## config.mk

```make
export PLATFORM = sky130hd
export DESIGN_NAME = axi_data_downsize
export DESIGN_NICKNAME = d
export VERILOG_FILES = /design/src/hdl/axi_dwn_pkg.sv /design/src/hdl/aw_downsize_decoder.sv /design/src/hdl/w_word_buffer.sv /design/src/hdl/w_beat_serializer.sv /design/src/hdl/axi_data_downsize.sv
export SDC_FILE = /design/constraint.sdc
export NUM_CORES = 1
export LEC_CHECK = 0
export ABC_CLOCK_PERIOD_IN_PS = 5020
export BUFFER_PORTS_ARGS = -buffer_cell sky130_fd_sc_hd__buf_4
export CAP_MARGIN = 10
export CORE_MARGIN = 2
export CORE_UTILIZATION = 45
export DETAILED_ROUTE_END_ITERATION = 8
export PLACE_DENSITY = 0.69
export SYNTH_ARGS = -nofsm -noshare
export SYNTH_HDL_FRONTEND = slang
export SYNTH_HIERARCHICAL = 1
export SYNTH_SLANG_ARGS = --single-unit
```

## constraint.sdc

```tcl
create_clock -name clk_i -period 5.02 [get_ports clk_i]
set_clock_uncertainty 0.2 [all_clocks]
set_input_delay 0.502 -clock clk_i [delete_from_list [all_inputs] [get_ports clk_i]]
set_output_delay 0.502 -clock clk_i [all_outputs]
set_load 0.1 [all_outputs]
```

## src/hdl/axi_dwn_pkg.sv

```systemverilog
`default_nettype none

package axi_dwn_pkg;

  // ----------------------------------------
  // Widths
  // ----------------------------------------
  localparam int unsigned ADDR_WIDTH        = 32;
  localparam int unsigned ID_WIDTH          = 4;
  localparam int unsigned WIDE_DATA_WIDTH   = 64;
  localparam int unsigned NARROW_DATA_WIDTH = 32;

  typedef logic [ADDR_WIDTH-1:0] addr_t;
  typedef logic [ID_WIDTH-1:0]   id_t;
  typedef logic [7:0]            len_t;
  typedef logic [2:0]            size_t;
  typedef logic [1:0]            burst_t;
  typedef logic [3:0]            cache_t;
  typedef logic [1:0]            resp_t;

  // Up to 256 narrow beats per burst
  typedef logic [8:0]            beat_cnt_t;

  localparam burst_t BURST_INCR       = 2'b01;
  localparam cache_t CACHE_MODIFIABLE = 4'b0010;

  // ----------------------------------------
  // Channel and descriptor structs
  // ----------------------------------------
  typedef struct packed {
    id_t    id;
    addr_t  addr;
    len_t   len;
    size_t  size;
    burst_t burst;
    cache_t cache;
  } aw_req_t;

  typedef struct packed {
    id_t   id;
    resp_t resp;
  } b_resp_t;

  typedef struct packed {
    addr_t     addr;
    size_t     size;      // Size of the wide request
    beat_cnt_t beats;     // Narrow beats still to send
    logic      downsize;
  } burst_desc_t;

  // Clear the address bits below the given transfer size
  function automatic addr_t align_addr(addr_t addr, size_t size);
    return addr & ~((addr_t'(1) << size) - addr_t'(1));
  endfunction

endpackage

`default_nettype wire

```

## src/hdl/aw_downsize_decoder.sv

```systemverilog
`timescale 1ns/1ps
`default_nettype none

module aw_downsize_decoder import axi_dwn_pkg::*; #(
  parameter int unsigned WIDE_DATA_WIDTH   = axi_dwn_pkg::WIDE_DATA_WIDTH,
  parameter int unsigned NARROW_DATA_WIDTH = axi_dwn_pkg::NARROW_DATA_WIDTH
) (
  input  logic        clk_i,
  input  logic        rst_ni,

  input  aw_req_t     slv_aw_i,
  input  logic        slv_aw_valid_i,
  output logic        slv_aw_ready_o,

  output aw_req_t     mst_aw_o,
  output logic        mst_aw_valid_o,
  input  logic        mst_aw_ready_i,

  output burst_desc_t desc_o,
  output logic        desc_valid_o,
  input  logic        burst_done_i
);

  localparam int unsigned N_OFF       = $clog2(NARROW_DATA_WIDTH / 8);
  localparam int unsigned W_OFF       = $clog2(WIDE_DATA_WIDTH / 8);
  localparam size_t       NARROW_SIZE = size_t'(N_OFF);

  typedef enum logic [1:0] {
    IDLE,
    ISSUING,
    ACTIVE
  } state_e;

  state_e      state_q, state_d;
  aw_req_t     aw_q;
  burst_desc_t desc_q;

  logic             aw_fire;
  logic             do_downsize;
  logic [W_OFF-1:0] size_mask;
  logic [W_OFF-1:0] align_adj;
  logic [15:0]      beats_full;
  beat_cnt_t        narrow_beats;

  // ----------------------------------------
  // Request decode
  // ----------------------------------------
  assign aw_fire     = slv_aw_valid_i & slv_aw_ready_o;
  assign do_downsize = ((slv_aw_i.cache & CACHE_MODIFIABLE) != '0) &&
                       (slv_aw_i.burst == BURST_INCR) &&
                       (slv_aw_i.size > NARROW_SIZE);

  // Narrow words skipped at the start of an unaligned first beat
  assign size_mask  = ~({W_OFF{1'b1}} << slv_aw_i.size);
  assign align_adj  = (slv_aw_i.addr[W_OFF-1:0] & size_mask) >> N_OFF;
  assign beats_full = ((16'(slv_aw_i.len) + 16'd1) << (slv_aw_i.size - NARROW_SIZE)) -
                      16'(align_adj);

  assign narrow_beats = do_downsize ? beats_full[8:0] :
                        beat_cnt_t'(slv_aw_i.len) + beat_cnt_t'(1);

  // ----------------------------------------
  // FSM
  // ----------------------------------------
  always_comb begin
    state_d = state_q;
    case (state_q)
      IDLE:    if (aw_fire) state_d = ISSUING;
      ISSUING: if (mst_aw_ready_i) state_d = ACTIVE;
      ACTIVE:  if (burst_done_i) state_d = IDLE;
      default: state_d = IDLE;
    endcase
  end

  always_ff @(posedge clk_i or negedge rst_ni) begin
    if (!rst_ni) begin
      state_q <= IDLE;
    end else begin
      state_q <= state_d;
    end
  end

  // Capture the re-encoded request
  always_ff @(posedge clk_i) begin
    if (aw_fire) begin
      aw_q            <= slv_aw_i;
      desc_q.addr     <= slv_aw_i.addr;
      desc_q.size     <= slv_aw_i.size;
      desc_q.beats    <= narrow_beats;
      desc_q.downsize <= do_downsize;
      if (do_downsize) begin
        aw_q.size <= NARROW_SIZE;
        aw_q.len  <= len_t'(beats_full - 16'd1);
      end
    end
  end

  assign slv_aw_ready_o = (state_q == IDLE);
  assign mst_aw_valid_o = (state_q == ISSUING);
  assign mst_aw_o       = aw_q;
  assign desc_o         = desc_q;
  assign desc_valid_o   = (state_q == ACTIVE);

  // Longer bursts would need splitting on the narrow side
  assert property (@(posedge clk_i) disable iff (!rst_ni)
    aw_fire && do_downsize |-> slv_aw_i.len <= len_t'(127))
    else $error("Downsized burst longer than 128 wide beats");

  // Serializer lane steering only covers beats up to the narrow width
  assert property (@(posedge clk_i) disable iff (!rst_ni)
    aw_fire && !do_downsize |-> slv_aw_i.size <= NARROW_SIZE)
    else $error("Pass-through request wider than the narrow bus");

endmodule

`default_nettype wire

```

## src/hdl/w_word_buffer.sv

```systemverilog
`timescale 1ns/1ps
`default_nettype none

module w_word_buffer #(
  parameter type payload_t = logic
) (
  input  logic     clk_i,
  input  logic     rst_ni,

  input  payload_t in_i,
  input  logic     in_valid_i,
  output logic     in_ready_o,

  output payload_t word_o,
  output logic     word_valid_o,
  input  logic     pop_i
);

  payload_t entry_q;
  logic     full_q;
  logic     load;

  // Free slot, or the current one leaves this cycle
  assign in_ready_o = ~full_q | pop_i;
  assign load       = in_valid_i & in_ready_o;

  always_ff @(posedge clk_i or negedge rst_ni) begin
    if (!rst_ni) begin
      full_q <= 1'b0;
    end else if (load) begin
      full_q <= 1'b1;
    end else if (pop_i) begin
      full_q <= 1'b0;
    end
  end

  always_ff @(posedge clk_i) begin
    if (load) begin
      entry_q <= in_i;
    end
  end

  assign word_o       = entry_q;
  assign word_valid_o = full_q;

  // The consumer only pops a word it has seen
  assert property (@(posedge clk_i) disable iff (!rst_ni) pop_i |-> full_q)
    else $error("Pop from an empty word buffer");

endmodule

`default_nettype wire

```

## src/hdl/w_beat_serializer.sv

```systemverilog
`timescale 1ns/1ps
`default_nettype none

module w_beat_serializer import axi_dwn_pkg::*; #(
  parameter int unsigned WIDE_DATA_WIDTH   = axi_dwn_pkg::WIDE_DATA_WIDTH,
  parameter int unsigned NARROW_DATA_WIDTH = axi_dwn_pkg::NARROW_DATA_WIDTH
) (
  input  logic                           clk_i,
  input  logic                           rst_ni,

  input  burst_desc_t                    desc_i,
  input  logic                           desc_valid_i,
  output logic                           burst_done_o,

  input  logic [WIDE_DATA_WIDTH-1:0]     word_data_i,
  input  logic [WIDE_DATA_WIDTH/8-1:0]   word_strb_i,
  input  logic                           word_last_i,
  input  logic                           word_valid_i,
  output logic                           pop_o,

  output logic [NARROW_DATA_WIDTH-1:0]   mst_w_data_o,
  output logic [NARROW_DATA_WIDTH/8-1:0] mst_w_strb_o,
  output logic                           mst_w_last_o,
  output logic                           mst_w_valid_o,
  input  logic                           mst_w_ready_i
);

  localparam int unsigned N_BYTES     = NARROW_DATA_WIDTH / 8;
  localparam int unsigned N_OFF       = $clog2(N_BYTES);
  localparam int unsigned W_OFF       = $clog2(WIDE_DATA_WIDTH / 8);
  localparam size_t       NARROW_SIZE = size_t'(N_OFF);

  // Byte offset inside a narrow word, one bit wider for the end bound
  typedef logic [N_OFF:0] lane_off_t;

  logic      busy_q;
  addr_t     addr_q;
  beat_cnt_t cnt_q;

  addr_t                  cur_addr;
  addr_t                  next_addr;
  beat_cnt_t              cur_cnt;
  size_t                  beat_size;
  logic [W_OFF-N_OFF-1:0] lane_sel;
  lane_off_t              beat_bytes;
  lane_off_t              lo_off;
  lane_off_t              hi_off;
  logic                   beat_fire;
  logic                   final_beat;
  logic                   crosses;

  // First beat of a burst reads straight from the descriptor
  assign cur_addr  = busy_q ? addr_q : desc_i.addr;
  assign cur_cnt   = busy_q ? cnt_q : desc_i.beats;
  assign beat_size = desc_i.downsize ? NARROW_SIZE : desc_i.size;

  // ----------------------------------------
  // Lane steering
  // ----------------------------------------
  assign lane_sel   = cur_addr[W_OFF-1:N_OFF];
  assign beat_bytes = lane_off_t'(1) << beat_size;
  assign lo_off     = lane_off_t'(cur_addr[N_OFF-1:0]);
  assign hi_off     = (lo_off & ~(beat_bytes - lane_off_t'(1))) + beat_bytes;

  always_comb begin
    mst_w_data_o = '0;
    mst_w_strb_o = '0;
    for (int unsigned j = 0; j < N_BYTES; j++) begin
      // Only the bytes of the current beat, from the address up
      if (j >= 32'(lo_off) && j < 32'(hi_off)) begin
        mst_w_data_o[8*j +: 8] = word_data_i[8*(lane_sel*N_BYTES + j) +: 8];
        mst_w_strb_o[j]        = word_strb_i[lane_sel*N_BYTES + j];
      end
    end
  end

  // ----------------------------------------
  // Beat sequencing
  // ----------------------------------------
  assign mst_w_valid_o = desc_valid_i & word_valid_i;
  assign beat_fire     = mst_w_valid_o & mst_w_ready_i;
  assign final_beat    = (cur_cnt == beat_cnt_t'(1));
  assign mst_w_last_o  = final_beat;

  assign next_addr = align_addr(cur_addr, beat_size) + (addr_t'(1) << beat_size);
  assign crosses   = align_addr(next_addr, desc_i.size) != align_addr(cur_addr, desc_i.size);

  // Wide word is used up at the end of its original-size slot
  assign pop_o        = beat_fire & (final_beat | crosses);
  assign burst_done_o = beat_fire & final_beat;

  always_ff @(posedge clk_i or negedge rst_ni) begin
    if (!rst_ni) begin
      busy_q <= 1'b0;
      addr_q <= '0;
      cnt_q  <= '0;
    end else if (beat_fire) begin
      busy_q <= ~final_beat;
      addr_q <= next_addr;
      cnt_q  <= cur_cnt - beat_cnt_t'(1);
    end
  end

  // Narrow beat count from the decoder ends with the wide last beat
  assert property (@(posedge clk_i) disable iff (!rst_ni)
    beat_fire && final_beat |-> word_last_i)
    else $error("Final narrow beat taken from a wide beat without last");

endmodule

`default_nettype wire

```

## src/hdl/axi_data_downsize.sv

```systemverilog
`timescale 1ns/1ps
`default_nettype none

module axi_data_downsize import axi_dwn_pkg::*; #(
  parameter int unsigned WIDE_DATA_WIDTH   = axi_dwn_pkg::WIDE_DATA_WIDTH,
  parameter int unsigned NARROW_DATA_WIDTH = axi_dwn_pkg::NARROW_DATA_WIDTH
) (
  input  logic                           clk_i,
  input  logic                           rst_ni,

  // Wide slave port
  input  aw_req_t                        slv_aw_i,
  input  logic                           slv_aw_valid_i,
  output logic                           slv_aw_ready_o,
  input  logic [WIDE_DATA_WIDTH-1:0]     slv_w_data_i,
  input  logic [WIDE_DATA_WIDTH/8-1:0]   slv_w_strb_i,
  input  logic                           slv_w_last_i,
  input  logic                           slv_w_valid_i,
  output logic                           slv_w_ready_o,
  output b_resp_t                        slv_b_o,
  output logic                           slv_b_valid_o,
  input  logic                           slv_b_ready_i,

  // Narrow master port
  output aw_req_t                        mst_aw_o,
  output logic                           mst_aw_valid_o,
  input  logic                           mst_aw_ready_i,
  output logic [NARROW_DATA_WIDTH-1:0]   mst_w_data_o,
  output logic [NARROW_DATA_WIDTH/8-1:0] mst_w_strb_o,
  output logic                           mst_w_last_o,
  output logic                           mst_w_valid_o,
  input  logic                           mst_w_ready_i,
  input  b_resp_t                        mst_b_i,
  input  logic                           mst_b_valid_i,
  output logic                           mst_b_ready_o
);

  typedef struct packed {
    logic [WIDE_DATA_WIDTH-1:0]   data;
    logic [WIDE_DATA_WIDTH/8-1:0] strb;
    logic                         last;
  } wide_w_t;

  wide_w_t     slv_w;
  wide_w_t     buf_word;
  logic        buf_valid;
  logic        pop;
  burst_desc_t desc;
  logic        desc_valid;
  logic        burst_done;

  assign slv_w.data = slv_w_data_i;
  assign slv_w.strb = slv_w_strb_i;
  assign slv_w.last = slv_w_last_i;

  aw_downsize_decoder #(
    .WIDE_DATA_WIDTH   (WIDE_DATA_WIDTH),
    .NARROW_DATA_WIDTH (NARROW_DATA_WIDTH)
  ) aw_downsize_decoder_inst (
    .clk_i          (clk_i),
    .rst_ni         (rst_ni),
    .slv_aw_i       (slv_aw_i),
    .slv_aw_valid_i (slv_aw_valid_i),
    .slv_aw_ready_o (slv_aw_ready_o),
    .mst_aw_o       (mst_aw_o),
    .mst_aw_valid_o (mst_aw_valid_o),
    .mst_aw_ready_i (mst_aw_ready_i),
    .desc_o         (desc),
    .desc_valid_o   (desc_valid),
    .burst_done_i   (burst_done)
  );

  w_word_buffer #(
    .payload_t (wide_w_t)
  ) w_word_buffer_inst (
    .clk_i        (clk_i),
    .rst_ni       (rst_ni),
    .in_i         (slv_w),
    .in_valid_i   (slv_w_valid_i),
    .in_ready_o   (slv_w_ready_o),
    .word_o       (buf_word),
    .word_valid_o (buf_valid),
    .pop_i        (pop)
  );

  w_beat_serializer #(
    .WIDE_DATA_WIDTH   (WIDE_DATA_WIDTH),
    .NARROW_DATA_WIDTH (NARROW_DATA_WIDTH)
  ) w_beat_serializer_inst (
    .clk_i         (clk_i),
    .rst_ni        (rst_ni),
    .desc_i        (desc),
    .desc_valid_i  (desc_valid),
    .burst_done_o  (burst_done),
    .word_data_i   (buf_word.data),
    .word_strb_i   (buf_word.strb),
    .word_last_i   (buf_word.last),
    .word_valid_i  (buf_valid),
    .pop_o         (pop),
    .mst_w_data_o  (mst_w_data_o),
    .mst_w_strb_o  (mst_w_strb_o),
    .mst_w_last_o  (mst_w_last_o),
    .mst_w_valid_o (mst_w_valid_o),
    .mst_w_ready_i (mst_w_ready_i)
  );

  // B needs no conversion
  assign slv_b_o       = mst_b_i;
  assign slv_b_valid_o = mst_b_valid_i;
  assign mst_b_ready_o = slv_b_ready_i;

endmodule

`default_nettype wire

```

## Word-level counts from Yosys, hierarchy flattened

Index checks and enable logic that the tools add are counted.

- $add $sub $neg: 14
- Eq/ne operators: 8
- Bitwise gates (word level): 19
- Shift-type cells: 9
- Mux-type cells: 27
- Reduce and logical (&&, ||, !) cells: 9
- Order comparisons: 13

Operators by type and width:

| operator | number |
|---|---|
| $shiftx A64 B33 Y8 | 3 |
| $and A32 B32 Y32 | 3 |
| $lt A32 B4 Y1 const B | 3 |
| $not A32 Y32 | 2 |
| $shiftx A64 B7 Y8 | 1 |
| $shl A1 B3 Y32 const A | 2 |
| $sub A32 B1 Y32 const B | 2 |
| $add A32 B32 Y32 | 1 |
| $mux W32 | 1 |
| $mux W8 | 4 |
| $ne A32 B32 Y1 | 1 |
| $add A8 B1 Y9 const B | 2 |
| $mux W9 | 2 |
| $shl A16 B3 Y9 | 1 |
| $mux W1 | 11 |
| $mux W11 | 1 |
| $bmux W1 S3 | 3 |
| $eq A9 B1 Y1 const B | 1 |
| $sub A9 B1 Y9 | 1 |
| $sub A9 B1 Y9 const B | 1 |
| $add A3 B2 Y4 const B | 2 |
| $sub A8 B1 Y8 const B | 1 |
| $and A1 B1 Y1 | 6 |
| $logic_and A1 B1 Y1 | 6 |
| 27 further kinds | 38 |

- Logic and storage cells: 115
- Register bits after elaboration: 183
- Input bits: 140
- Output and inout port bits: 102

## Longest topological paths before layout

Gate-level depths: netlist of the first run.

- Depth in word-level cells: 13
- Gate-level depth with buffers: 18
- Gate-level depth less buffers: 15

## Cells and area by module

The synthesis of the first run kept the hierarchy.

By module, submodules not included:

| module | times used | seq. area each (um2) | area each (um2) | cells each |
|---|---|---|---|---|
| w_beat_serializer | 1 | 1051.0 | 4999.8 | 674 |
| aw_downsize_decoder | 1 | 2031.9 | 3414.5 | 267 |
| w_word_buffer | 1 | 2217.1 | 2245.9 | 77 |
| axi_data_downsize | 1 | 0.0 | 60.1 | 8 |

## Worst setup path before layout of the first run

OpenSTA, ideal clock, no wires.

- Path kind: register -> register
- From: reg w_beat_serializer_inst.busy_q
- To: reg, netlist name w_word_buffer_inst/word_o[0]
- Buffers on the path: 5
- Library setup time: 380 ps
- Arrival time: 4452 ps
- Clock period less this slack: 5032 ps
- Path slack: -12 ps
- Cell stages (with the launch flop): 17
- Required time: 4440 ps
- Cells stage by stage: dfrtp_1 -> buf_6 -> buf_6 -> buf_6 -> buf_6 -> buf_2 -> mux2i_1 -> ha_1 -> o21ai_0 -> nor2_1 -> a2111oi_2 -> nand4_1 -> or4_1 -> nor4b_1 -> a41oi_1 -> nand2b_4 -> and2_4

RTL lines:

| what | RTL line | text |
|---|---|---|
| from (decl) | w_beat_serializer.sv:36 | `logic busy_q;` |
| from (signal assigned) | w_beat_serializer.sv:98 | `busy_q <= ~final_beat;` |

## Worst setup path in the final report of the first run

- From: reg aw_downsize_decoder_inst.desc_q (netlist bit aw_downsize_decoder_inst/desc_o[12])
- To: out slv_w_ready_o

- Word-level cells in the longest chain between the ends: 11
- Elaborated cells between the ends (all ways): 15
- Those cells by class: add/sub (3); eq/ne (1); shift (2); mux (1); bitwise (8)

RTL lines:

| what | RTL line | text |
|---|---|---|
| from (decl) | aw_downsize_decoder.sv:36 | `burst_desc_t desc_q;` |
| $mux W3 | w_beat_serializer.sv:55 | `assign beat_size = desc_i.downsize ? NARROW_SIZE : desc_i.size;` |
| $shl A1 B3 Y32 | axi_dwn_pkg.sv:53, w_beat_serializer.sv:85 |  |
| $sub A32 B1 Y32 | axi_dwn_pkg.sv:53 | `return addr & ~((addr_t'(1) << size) - addr_t'(1));` |
| $not A32 Y32 | axi_dwn_pkg.sv:53 |  |
| $and A32 B32 Y32 | axi_dwn_pkg.sv:53 |  |
| $add A32 B32 Y32 | w_beat_serializer.sv:85 | `assign next_addr = align_addr(cur_addr, beat_size) + (addr_t'(1) << beat_size);` |
| $and A32 B32 Y32 | axi_dwn_pkg.sv:53 |  |
| $ne A32 B32 Y1 * | w_beat_serializer.sv:86 | `assign crosses = align_addr(next_addr, desc_i.size) != align_addr(cur_addr, desc_i.size);` |
| $or A1 B1 Y1 * | w_beat_serializer.sv:89 | `assign pop_o = beat_fire & (final_beat \| crosses);` |
| $and A1 B1 Y1 * | w_beat_serializer.sv:89 |  |
| named net pop | axi_data_downsize.sv:47 | `logic pop;` |
| $or A1 B1 Y1 * | w_word_buffer.sv:24 | `assign in_ready_o = ~full_q \| pop_i;` |
| to (decl) | axi_data_downsize.sv:19 | `output logic slv_w_ready_o,` |

Mark *: on every way through the listed nets, which the timed path passes. The rest lies on a longest branch.

==> results of run 1 <==
==> routing by layer <==
metal  vias up  track usage
met5         -            0
met4         0       0.0656
met3        31       0.0408
met2       278        0.355
met1      4075        0.275
li1       4127            -
==> per-stage QoR <==
stage               utilization  power, mW  instances  setup slack [ns]
finish                    0.571       7.94       1557             0.249
global route              0.571       8.31       1557            0.0257
CTS                       0.562       7.94       1539            0.0168
detailed placement        0.531       6.44       1499             0.350
global placement          0.531       6.40       1499             0.397
floorplan                     -       5.57       1025             0.248
==> state kept, by name, summed over array words and instances (netlist names) <==
register                           flops
w_beat_serializer_inst/busy_q          1
aw_downsize_decoder_inst/state_q       2
w_beat_serializer_inst/cnt_q           9
w_word_buffer_inst/word_o             72
aw_downsize_decoder_inst/desc_o       45
aw_downsize_decoder_inst/mst_aw_o     21
w_word_buffer_inst/word_valid_o        1
w_beat_serializer_inst/addr_q         32
==> what timing repair did <==
item | 4_1_cts | 5_1_grt
pin swaps | 1 | 1
setup endpoints to repair | 1 | 1
cloned | 0 | 0
hold buffers | 1 | 15
hold endpoints to repair | 45 | 15
setup buffers | 7 | 3
gates resized for setup | 1 | 10
==> cell type report <==
cell class	count	area [um^2]
inverter	21	78.8
sequential	183	5270
clock buffer	17	425
tap	319	399
clock inverter	15	234
multi-input combinational	730	4840
timing repair buffer	272	2110
fill	2075	10000
==> worst max path at each step <==
stage | startpoint | slack, ns | depth (start not counted) | to
finish | aw_downsize_decoder_inst/desc_o[12] | 0.25 | 15 | slv_w_ready_o
global placement | aw_downsize_decoder_inst/desc_o[12] | 0.40 | 14 | slv_w_ready_o
CTS | aw_downsize_decoder_inst/desc_o[0] | 0.02 | 13 | slv_w_ready_o
global route | aw_downsize_decoder_inst/desc_o[12] | 0.03 | 14 | slv_w_ready_o
detailed placement | aw_downsize_decoder_inst/desc_o[12] | 0.35 | 16 | w_word_buffer_inst/word_o[46]
floorplan | w_beat_serializer_inst/busy_q | 0.25 | 18 | w_word_buffer_inst/word_o[10]
==> worst max-delay path, stage by stage (launching register included) <==
cell and delay (ns):
edfxtp_1 0.41, or2_2 0.35, nor3_1 0.15, buf_4 0.16, inv_1 0.05, ha_1 0.29
or4b_4 0.30, o211ai_1 0.15, or2_2 0.42, a21oi_2 0.18, nand3_2 0.17, xor2_1 0.23
nand2b_1 0.08, a41oi_1 0.26, nand2b_4 0.21, buf_6 0.22
==> power groups by stage <==
stage          clock network [mW]  logic (mW)  registers [mW]
2_1_floorplan                   0        3.19            2.38
3_3_place_gp                    0        4.19            2.21
3_5_place_dp                    0        4.23            2.22
4_1_cts                      1.50        4.26            2.18
5_1_grt                      1.56        4.53            2.21
6_report                     1.47        4.29            2.18
==> run metrics, run 1 <==
status=complete, no violations; final WL=~27000 um; CP Launch Type=flop; Die ar.=between 0.02 and 0.03 mm^2; clock root buffer=clkbuf_16; post-route antenna net violation count=0; PortBufs=around 220; Mapped Avg Cell Area=about 10 um^2; total CTS buffers=17; routed len/inst=between 15 and 20 um; clk slew on worst S/H paths=0.09 ns; yosys warns=6; Mapped Cells=~1000; RSZ-0062 raised after global routing=false; worst min path class=in2reg; Synth Cell Area=approximately 0.011 mm^2; Static Leakage=5.43 nW; top routing layer used=met4; min Tclk post-route=approximately 4.8 ns; I/O pins=242; drt first-iter violations=650; Slew HR=0.388; drt pass-1 iters=5; worst vdd ir=~0.69 mV; Cells on Worst Hold Path=1; CP arrival=approximately 4.1 ns; Antenna Cells=0; Worst Path Class, Setup=reg2out; DRT met1 WL=11500 um; hold_ws=roughly 0.023 ns; Clock power frac=0.185; clock latency on the worst-skew pair=around 0.44 ns; Critical R2R Launch=aw_downsize_decoder_inst/desc_o[12]; Final nets=~1400; global route overflow=0; launch point of the worst hold path=slv_w_data_i[4]; initial antenna violation count=0; Die Wd=between 150 and 200 um; setup TNS=0 ns; CTS tree=done; Critical Path RT=about 4.3 ns; crit-path max FO=7; PwrDens=between 500 and 600 mW/mm^2; die height=roughly 160 um; R2R setup slack=around 0.60 ns; fmax=between 200 and 250 MHz; vias in the first global route=~8000; Final Cycle Share=0.950; wire length on met2=roughly 13000 um; Longest Clk Path Bufs=2; Switch Pwr=between 4 and 5 mW; design area=about 0.013 mm^2; Worst Reg-to-Reg Cells=16; final hold viol count=0; CP endpoint kind=output port; max cap viols=0; row cnt=between 50 and 60; DR vias=around 8500; Seq pwr share=0.274; H-tree levels=4; Final HPWL DP=~19000 um; logic gate share of total power=0.541; max-slew violations=0; reg-to-reg endpoint=w_word_buffer_inst/word_o[44]; DR WL met3=about 1400 um; core area=about 0.023 mm^2; share of layout cells above drive strength 1=0.284; Layout area overhead=25.0%; Final setup viols=0; most frequent cells in the layout=buf_4 (253), nand2_1 (146), edfxtp_1 (138); # DRC=0; Net Sw Frac=0.519; Post-Place Cell Area=between 0.01 and 0.015 mm^2; gr usage total=0.211; initial core utilization=0.457; Int Power=around 3.8 mW; leading cell type in the layout, fill and taps excluded=buf_4; WHS Endpoint=w_word_buffer_inst/word_o[13]; first-pass GRT wire length=41000 um; GPL Wtd Cong=around 0.91; Vias per Instance=~5.5; Slew @ Worst Pin=approximately 0.9 ns; Post-Syn Nets=between 1000 and 1500; largest net degree at the start of global routing=90; CTS sink cnt=between 150 and 200
Note: power is estimated with default switching activity, not from simulation.
==> inputs of run 2 (changes only) <==
--- a/config.mk
+++ b/config.mk
@@ -5,14 +5,13 @@
 export SDC_FILE = /design/constraint.sdc
 export NUM_CORES = 1
 export LEC_CHECK = 0
-export ABC_CLOCK_PERIOD_IN_PS = 5020
+export ABC_CLOCK_PERIOD_IN_PS = 4400
 export BUFFER_PORTS_ARGS = -buffer_cell sky130_fd_sc_hd__buf_4
 export CAP_MARGIN = 10
 export CORE_MARGIN = 2
-export CORE_UTILIZATION = 45
+export CORE_UTILIZATION = 34
 export DETAILED_ROUTE_END_ITERATION = 8
-export PLACE_DENSITY = 0.69
+export PLACE_DENSITY = 0.56
 export SYNTH_ARGS = -nofsm -noshare
 export SYNTH_HDL_FRONTEND = slang
-export SYNTH_HIERARCHICAL = 1
 export SYNTH_SLANG_ARGS = --single-unit
==> constraint.sdc (replaced) <==
create_clock -name clk_i -period 4.4 [get_ports clk_i]
set_clock_uncertainty 0.2 [all_clocks]
set_input_delay 0.44 -clock clk_i [delete_from_list [all_inputs] [get_ports clk_i]]
set_output_delay 0.44 -clock clk_i [all_outputs]
set_load 0.1 [all_outputs]
==> run 2 against run 1 <==
Net effect: total power increased by 27%; largest cell class unchanged; critical endpoint unchanged; design area increased by 11%; register-to-register slack worse by 0.34 ns; area after synthesis fell by 0.95%; worst setup slack got worse by 0.18 ns; routed wire length rose by 9.7%; largest power group unchanged.
==> run metrics, run 2 <==
status=complete, no violations; logic gate share of total power=0.577; Critical Path RT=approximately 3.8 ns; post-synthesis sequential area ratio=0.498; Worst Reg-to-Reg Cells=16; Mapped Avg Cell Area=between 10 and 15 um^2; global route overflow=0; Die Wd=about 180 um; # DRC=0; routed len/inst=~17 um; core area=between 0.03 and 0.04 mm^2; Longest Clk Path Bufs=2; clock latency on the worst-skew pair=between 0.4 and 0.5 ns; Layout area overhead=39.5%; reg-to-reg endpoint=w_word_buffer_inst.word_o[70]; RSZ-0062 raised after global routing=true; Critical Path End=slv_w_ready_o; Net Sw Frac=0.515; share of layout cells above drive strength 1=0.285; max cap viols=0; most frequent cells in the layout=buf_4 (279), nand2_1 (158), edfxtp_1 (138); worst setup margin=between 0.06 and 0.07 ns; CP arrival=3.69 ns; crit path from=aw_downsize_decoder_inst.desc_o[12]; PwrDens=between 600 and 700 mW/mm^2; final WL=29400 um; Post-Syn Nets=1186; Worst Path Class, Setup=reg2out; worst min path class=in2reg; yosys warns=0; max-slew violations=0; dominant cell type by area after synthesis=edfxtp_1; Synth Cell Area=about 0.011 mm^2; H-tree levels=4; fmax=roughly 230 MHz; Die ar.=around 0.033 mm^2; Int Power=4.89 mW; top routing layer used=met4; Final nets=roughly 1500; initial antenna violation count=0; Static Leakage=roughly 6.0 nW; #FFs+latches synth=around 180; DR WL met3=1220 um; worst vdd ir=around 0.56 mV; first-pass GRT wire length=approximately 47000 um; Final HPWL DP=20200 um; leading cell type in the layout, fill and taps excluded=buf_4; commonest cells in the netlist=nand2_1 (159), edfxtp_1 (138), a21oi_1 (77), nor2_1 (57); post-route antenna net violation count=0; drt pass-1 iters=5; largest net degree at the start of global routing=73; DRT met1 WL=around 13000 um; CTS sink cnt=183; Post-synth EDFFs=approximately 140; design area=0.0148 mm^2; largest cells by area after synthesis=edfxtp_1 (39%), dfrtp_1 (11%), nand2_1 (5.6%); vias in the first global route=between 8000 and 9000; GPL Wtd Cong=0.888; most common cell in the netlist=nand2_1; DR vias=8941; Final Cycle Share=0.985; clock root buffer=clkbuf_16; Post-synth ARST share=0.246; Final setup viols=0; Mapped Cells=a little over 1000; Antenna Cells=0; total CTS buffers=17; Slew @ Worst Pin=about 0.90 ns; drt first-iter violations=557; Seq pwr share=0.254; I/O pins=242; CTS tree=done; setup TNS=0 ns; row cnt=64; Post-Place Cell Area=0.0127 mm^2; Clock power frac=0.169; gr usage total=0.180; max reg flops=72; Switch Pwr=between 5 and 6 mW; R2R setup slack=between 0.2 and 0.3 ns; total power=between 10 and 15 mW; min Tclk post-route=roughly 4.3 ns; wire length on met2=~15000 um; crit-path max FO=5; final hold viol count=0; Synth Flop Type=edfxtp_1; hold_ws=between 0.02 and 0.03 ns; Critical R2R Launch=aw_downsize_decoder_inst.desc_o[0]; CP endpoint kind=output port; PortBufs=approximately 220; clk slew on worst S/H paths=approximately 0.07 ns; fillers=roughly 2800; top-area cell type share of the netlist area=0.391; Vias per Instance=just over 5; initial core utilization=0.346; Place WS=0.104 ns; library cells used by synthesis=92; CP Launch Type=flop; die height=180 um; Slew HR=0.401
run 2: cells by family (layout without fill, tap and decap cells):
family	after synthesis	after routing	synth area share
buf+inv	122	463	0.0612
mux	53	53	0.0531
xor+xnor	53	53	0.0451
fa+ha+maj	14	14	0.0165
simple gates	369	369	0.173
flops	183	183	0.498
compound gates	238	238	0.154
run 2: per-layer routing:
metal | global-route usage | up-vias
li1 | - | 4398
met1 | 0.238 | 4287
met2 | 0.299 | 224
met3 | 0.0331 | 32
met4 | 0.0555 | 0
met5 | 0 | -
run 2: worst min-delay path by stage:
| stage | startpoint | slack, ns | cells after the start | to |
|---|---|---|---|---|
| 6_report | mst_aw_ready_i | 0.03 | 2 | aw_downsize_decoder_inst.state_q[1] |
| 2_1_floorplan | rst_ni | -0.06 | 0 | aw_downsize_decoder_inst.state_q[0] |
| 4_1_cts | mst_aw_ready_i | 0.007 | 2 | aw_downsize_decoder_inst.state_q[1] |
| 3_5_place_dp | w_beat_serializer_inst.addr_q[0] | 0.26 | 2 | w_beat_serializer_inst.addr_q[0] |
| 3_3_place_gp | w_beat_serializer_inst.addr_q[0] | 0.26 | 2 | w_beat_serializer_inst.addr_q[0] |
| 5_1_grt | slv_aw_i[8] | 0.02 | 1 | aw_downsize_decoder_inst.desc_o[12] |
run 2: per-stage QoR:
| step | std cells | utilization |
|---|---|---|
| 2_1_floorplan | 1032 | - |
| 3_3_place_gp | 1601 | 0.414 |
| 3_5_place_dp | 1601 | 0.414 |
| 4_1_cts | 1760 | 0.478 |
| 5_1_grt | 1769 | 0.483 |
| 6_report | 1769 | 0.483 |
run 2: area by class of cell:
type,count,area [um^2],share of cell area
Multi-Input combinational cell,727,4910,0.332
Tap cell,396,495,0.0335
Timing Repair Buffer,400,3320,0.225
Inverter,31,120,0.00813
Clock inverter,13,198,0.0134
Sequential cell,183,5270,0.357
Clock buffer,19,453,0.0307
run 2: power by group through the flow:
stage / combinational, mW / clock [mW] / sequential [mW]
detailed placement: 5.58 / 0 / 2.60
CTS: 5.77 / 1.76 / 2.56
finish: 5.81 / 1.71 / 2.56
floorplan: 4.19 / 0 / 2.78
global route: 6.17 / 1.81 / 2.61
global placement: 5.57 / 0 / 2.58
run 2: timing repair:
item,4_1_cts,5_1_grt
gates resized for setup,12,21
endpoints found under the hold margin,160,0
hold buffers,116,0
setup buffers,11,9
pin swaps,7,17
setup endpoints to repair,1,82
run 2: critical path, cell delays in order (launching register included):
cell	delay, ns
edfxtp_1	0.45
buf_6	0.16
nor4b_4	0.30
inv_2	0.12
ha_4	0.20
or4b_4	0.23
o211ai_1	0.16
nor2b_2	0.20
a2111o_1	0.35
a211oi_2	0.22
o2111ai_2	0.17
nor4_4	0.34
a31oi_2	0.15
buf_6	0.20
==> inputs of run 3 (changes only) <==
--- a/config.mk
+++ b/config.mk
@@ -5,6 +5,7 @@
 export SDC_FILE = /design/constraint.sdc
 export NUM_CORES = 1
 export LEC_CHECK = 0
+export ABC_AREA = 1
 export ABC_CLOCK_PERIOD_IN_PS = 4400
 export BUFFER_PORTS_ARGS = -buffer_cell sky130_fd_sc_hd__buf_4
 export CAP_MARGIN = 10
==> run 3 against run 2 <==
Net effect: final cell count grew 9.2%; register-to-register slack gained 0.06 ns; worst setup slack gained 0.16 ns; total power shrank 1.2%; sequential power shrank 2%; combinational power grew 0.9%; area after synthesis shrank 3.4%; global-route usage shrank 0.11 points; design area shrank 3.3%; largest cell class unchanged; highest routed layer unchanged.
==> run metrics, run 3 <==
crit path from=aw_downsize_decoder_inst.desc_o[0]; final hold viol count=0; status=complete, no violations; final WL=between 20000 and 30000 um; commonest cells in the netlist=nand2_1 (382), edfxtp_1 (138), inv_1 (107), nand3_1 (83), nor2_1 (76); min Tclk post-route=4.18 ns; post-synthesis sequential area ratio=0.515; PwrDens=~700 mW/mm^2; max-slew violations=0; Static Leakage=6.45 nW; Final HPWL DP=20100 um; largest net degree at the start of global routing=55; Mapped Avg Cell Area=8.55 um^2; Placed Cells=roughly 1800; Slew HR=0.455; top-area cell type share of the netlist area=0.405; setup TNS=0 ns; worst vdd ir=between 0.7 and 0.8 mV; Critical Path RT=3.76 ns; Synth Cell Area=0.0102 mm^2; Antenna Cells=0; Post-synth EDFFs=about 140; design area=about 0.014 mm^2; Die Wd=about 180 um; Post-synth ARST share=0.246; Worst Path Class, Setup=reg2out; drt first-iter violations=approximately 500; worst min path class=in2reg; most common cell in the netlist=nand2_1; max reg flops=72; CTS sink cnt=about 180; row cnt=63; CP endpoint kind=output port; I/O pins=242; most frequent cells in the layout=nand2_1 (370), buf_4 (263), edfxtp_1 (138); Slew @ Worst Pin=approximately 0.82 ns; routed len/inst=14.6 um; largest cells by area after synthesis=edfxtp_1 (41%), nand2_1 (14%), dfrtp_1 (11%); drt pass-1 iters=5; library cells used by synthesis=46; Longest Clk Path Bufs=2; #FFs+latches synth=around 180; Mapped Cells=between 1000 and 1500; yosys warns=0; crit-path max FO=5; hold_ws=about 0.074 ns; Post-Place Cell Area=roughly 0.012 mm^2; dominant cell type by area after synthesis=edfxtp_1; launch point of the worst hold path=slv_aw_i[7]; Final Non-Filler Cells=1931; gr usage total=0.179; clock root buffer=clkbuf_16; Final nets=roughly 1700; initial antenna violation count=0; fmax=around 240 MHz; CP Launch Type=flop; vias in the first global route=~8800; Die ar.=~0.031 mm^2; fillers=approximately 2900; max cap viols=0; leading cell type in the layout, fill and taps excluded=nand2_1; core area=0.0296 mm^2; PortBufs=224; Synth Flop Type=edfxtp_1; H-tree levels=4; die height=~180 um; post-route antenna net violation count=0; share of layout cells above drive strength 1=0.258; Post-Syn Nets=between 1000 and 1500; total power=roughly 10 mW; CP arrival=3.54 ns; total CTS buffers=17; first-pass GRT wire length=about 44000 um; global route overflow=0; Critical R2R Launch=aw_downsize_decoder_inst.desc_o[0]; CTS tree=done; DR vias=~9000; clock latency on the worst-skew pair=between 0.4 and 0.5 ns; Layout area overhead=39.7%; # DRC=0; Final Cycle Share=0.950; Final setup viols=0; initial core utilization=0.345; clk slew on worst S/H paths=~0.070 ns; Vias per Instance=between 4 and 5; GPL Wtd Cong=slightly below 0.9
run 3: path summary, 6_finish.rpt:
path                                                        to  slack [ns]  cells past startpoint
max in group asynchronous        w_beat_serializer_inst.busy_q        3.18                      2
min reg2reg                  w_beat_serializer_inst.addr_q[15]        0.28                      2
min                        aw_downsize_decoder_inst.desc_o[11]        0.07                      1
max reg2reg                      w_word_buffer_inst.word_o[47]        0.32                     22
min in group asynchronous    w_beat_serializer_inst.addr_q[21]        0.36                      2
max                                              slv_w_ready_o        0.22                     21
run 3: cell type report:
cell class                      count  area (um^2)  area share
Clock buffer                       18          429      0.0300
Tap cell                          390          488      0.0341
Clock inverter                     14          179      0.0125
Sequential cell                   183         5270       0.369
Timing Repair Buffer              387         3270       0.229
Inverter                          118          445      0.0312
Multi-Input combinational cell    821         4210       0.295
run 3: where the power goes:
group          switching (mW)  internal (mW)  leakage (nW)  total, mW
logic                    4.39           1.47          4.30       5.86
clock network           0.734          0.866         0.300       1.60
registers               0.177           2.33          1.85       2.50
run 3: layer usage:
layer / GRT usage / routed length, um
met4: 0.0540 / 503
met1: 0.232 / 12500
met3: 0.0349 / 1360
met2: 0.302 / 13900
met5: 0 / 0
run 3: cell families (layout without fill, tap and decap cells):
kind of cell / count (synthesis) / after routing / share of synthesized area
AOI/OAI and AO/OA: 144 / 144 / 0.0764
xor gates and xnor gates: 35 / 35 / 0.0300
adders and majority gates: 14 / 14 / 0.0171
buffers and inverters: 192 / 537 / 0.0916
DFF: 183 / 183 / 0.515
muxes: 10 / 10 / 0.00979
and+or+nand+nor: 618 / 618 / 0.260
run 3: worst max-delay path: stages, from the launching register on:
cell	delay [ns]
edfxtp_1	0.42
inv_2	0.12
buf_4	0.13
nand3_2	0.12
ha_2	0.22
inv_1	0.09
nor2_1	0.08
nand2_2	0.13
inv_2	0.10
or2_4	0.29
nor2_1	0.16
nand3_1	0.20
nor3_2	0.14
nand2_1	0.12
nand2_1	0.07
nand2_1	0.05
a21oi_1	0.13
nor2_1	0.06
nand2_1	0.11
nand2_2	0.09
nand2_4	0.09
buf_12	0.17
run 3: metrics by stage:
stage	utilization	setup slack, ns
5_1_grt	0.482	-0.0116
6_report	0.482	0.221
4_1_cts	0.475	0.0141
3_3_place_gp	0.412	0.175
2_1_floorplan	-	-0.235
3_5_place_dp	0.412	0.157
run 3: timing repair:
action	in CTS	in global routing
pin swaps	1	16
endpoints found under the hold margin	163	0
buffers inserted	3	13
hold buffers	118	0
gates resized for setup	10	39
setup endpoints to repair	1	6
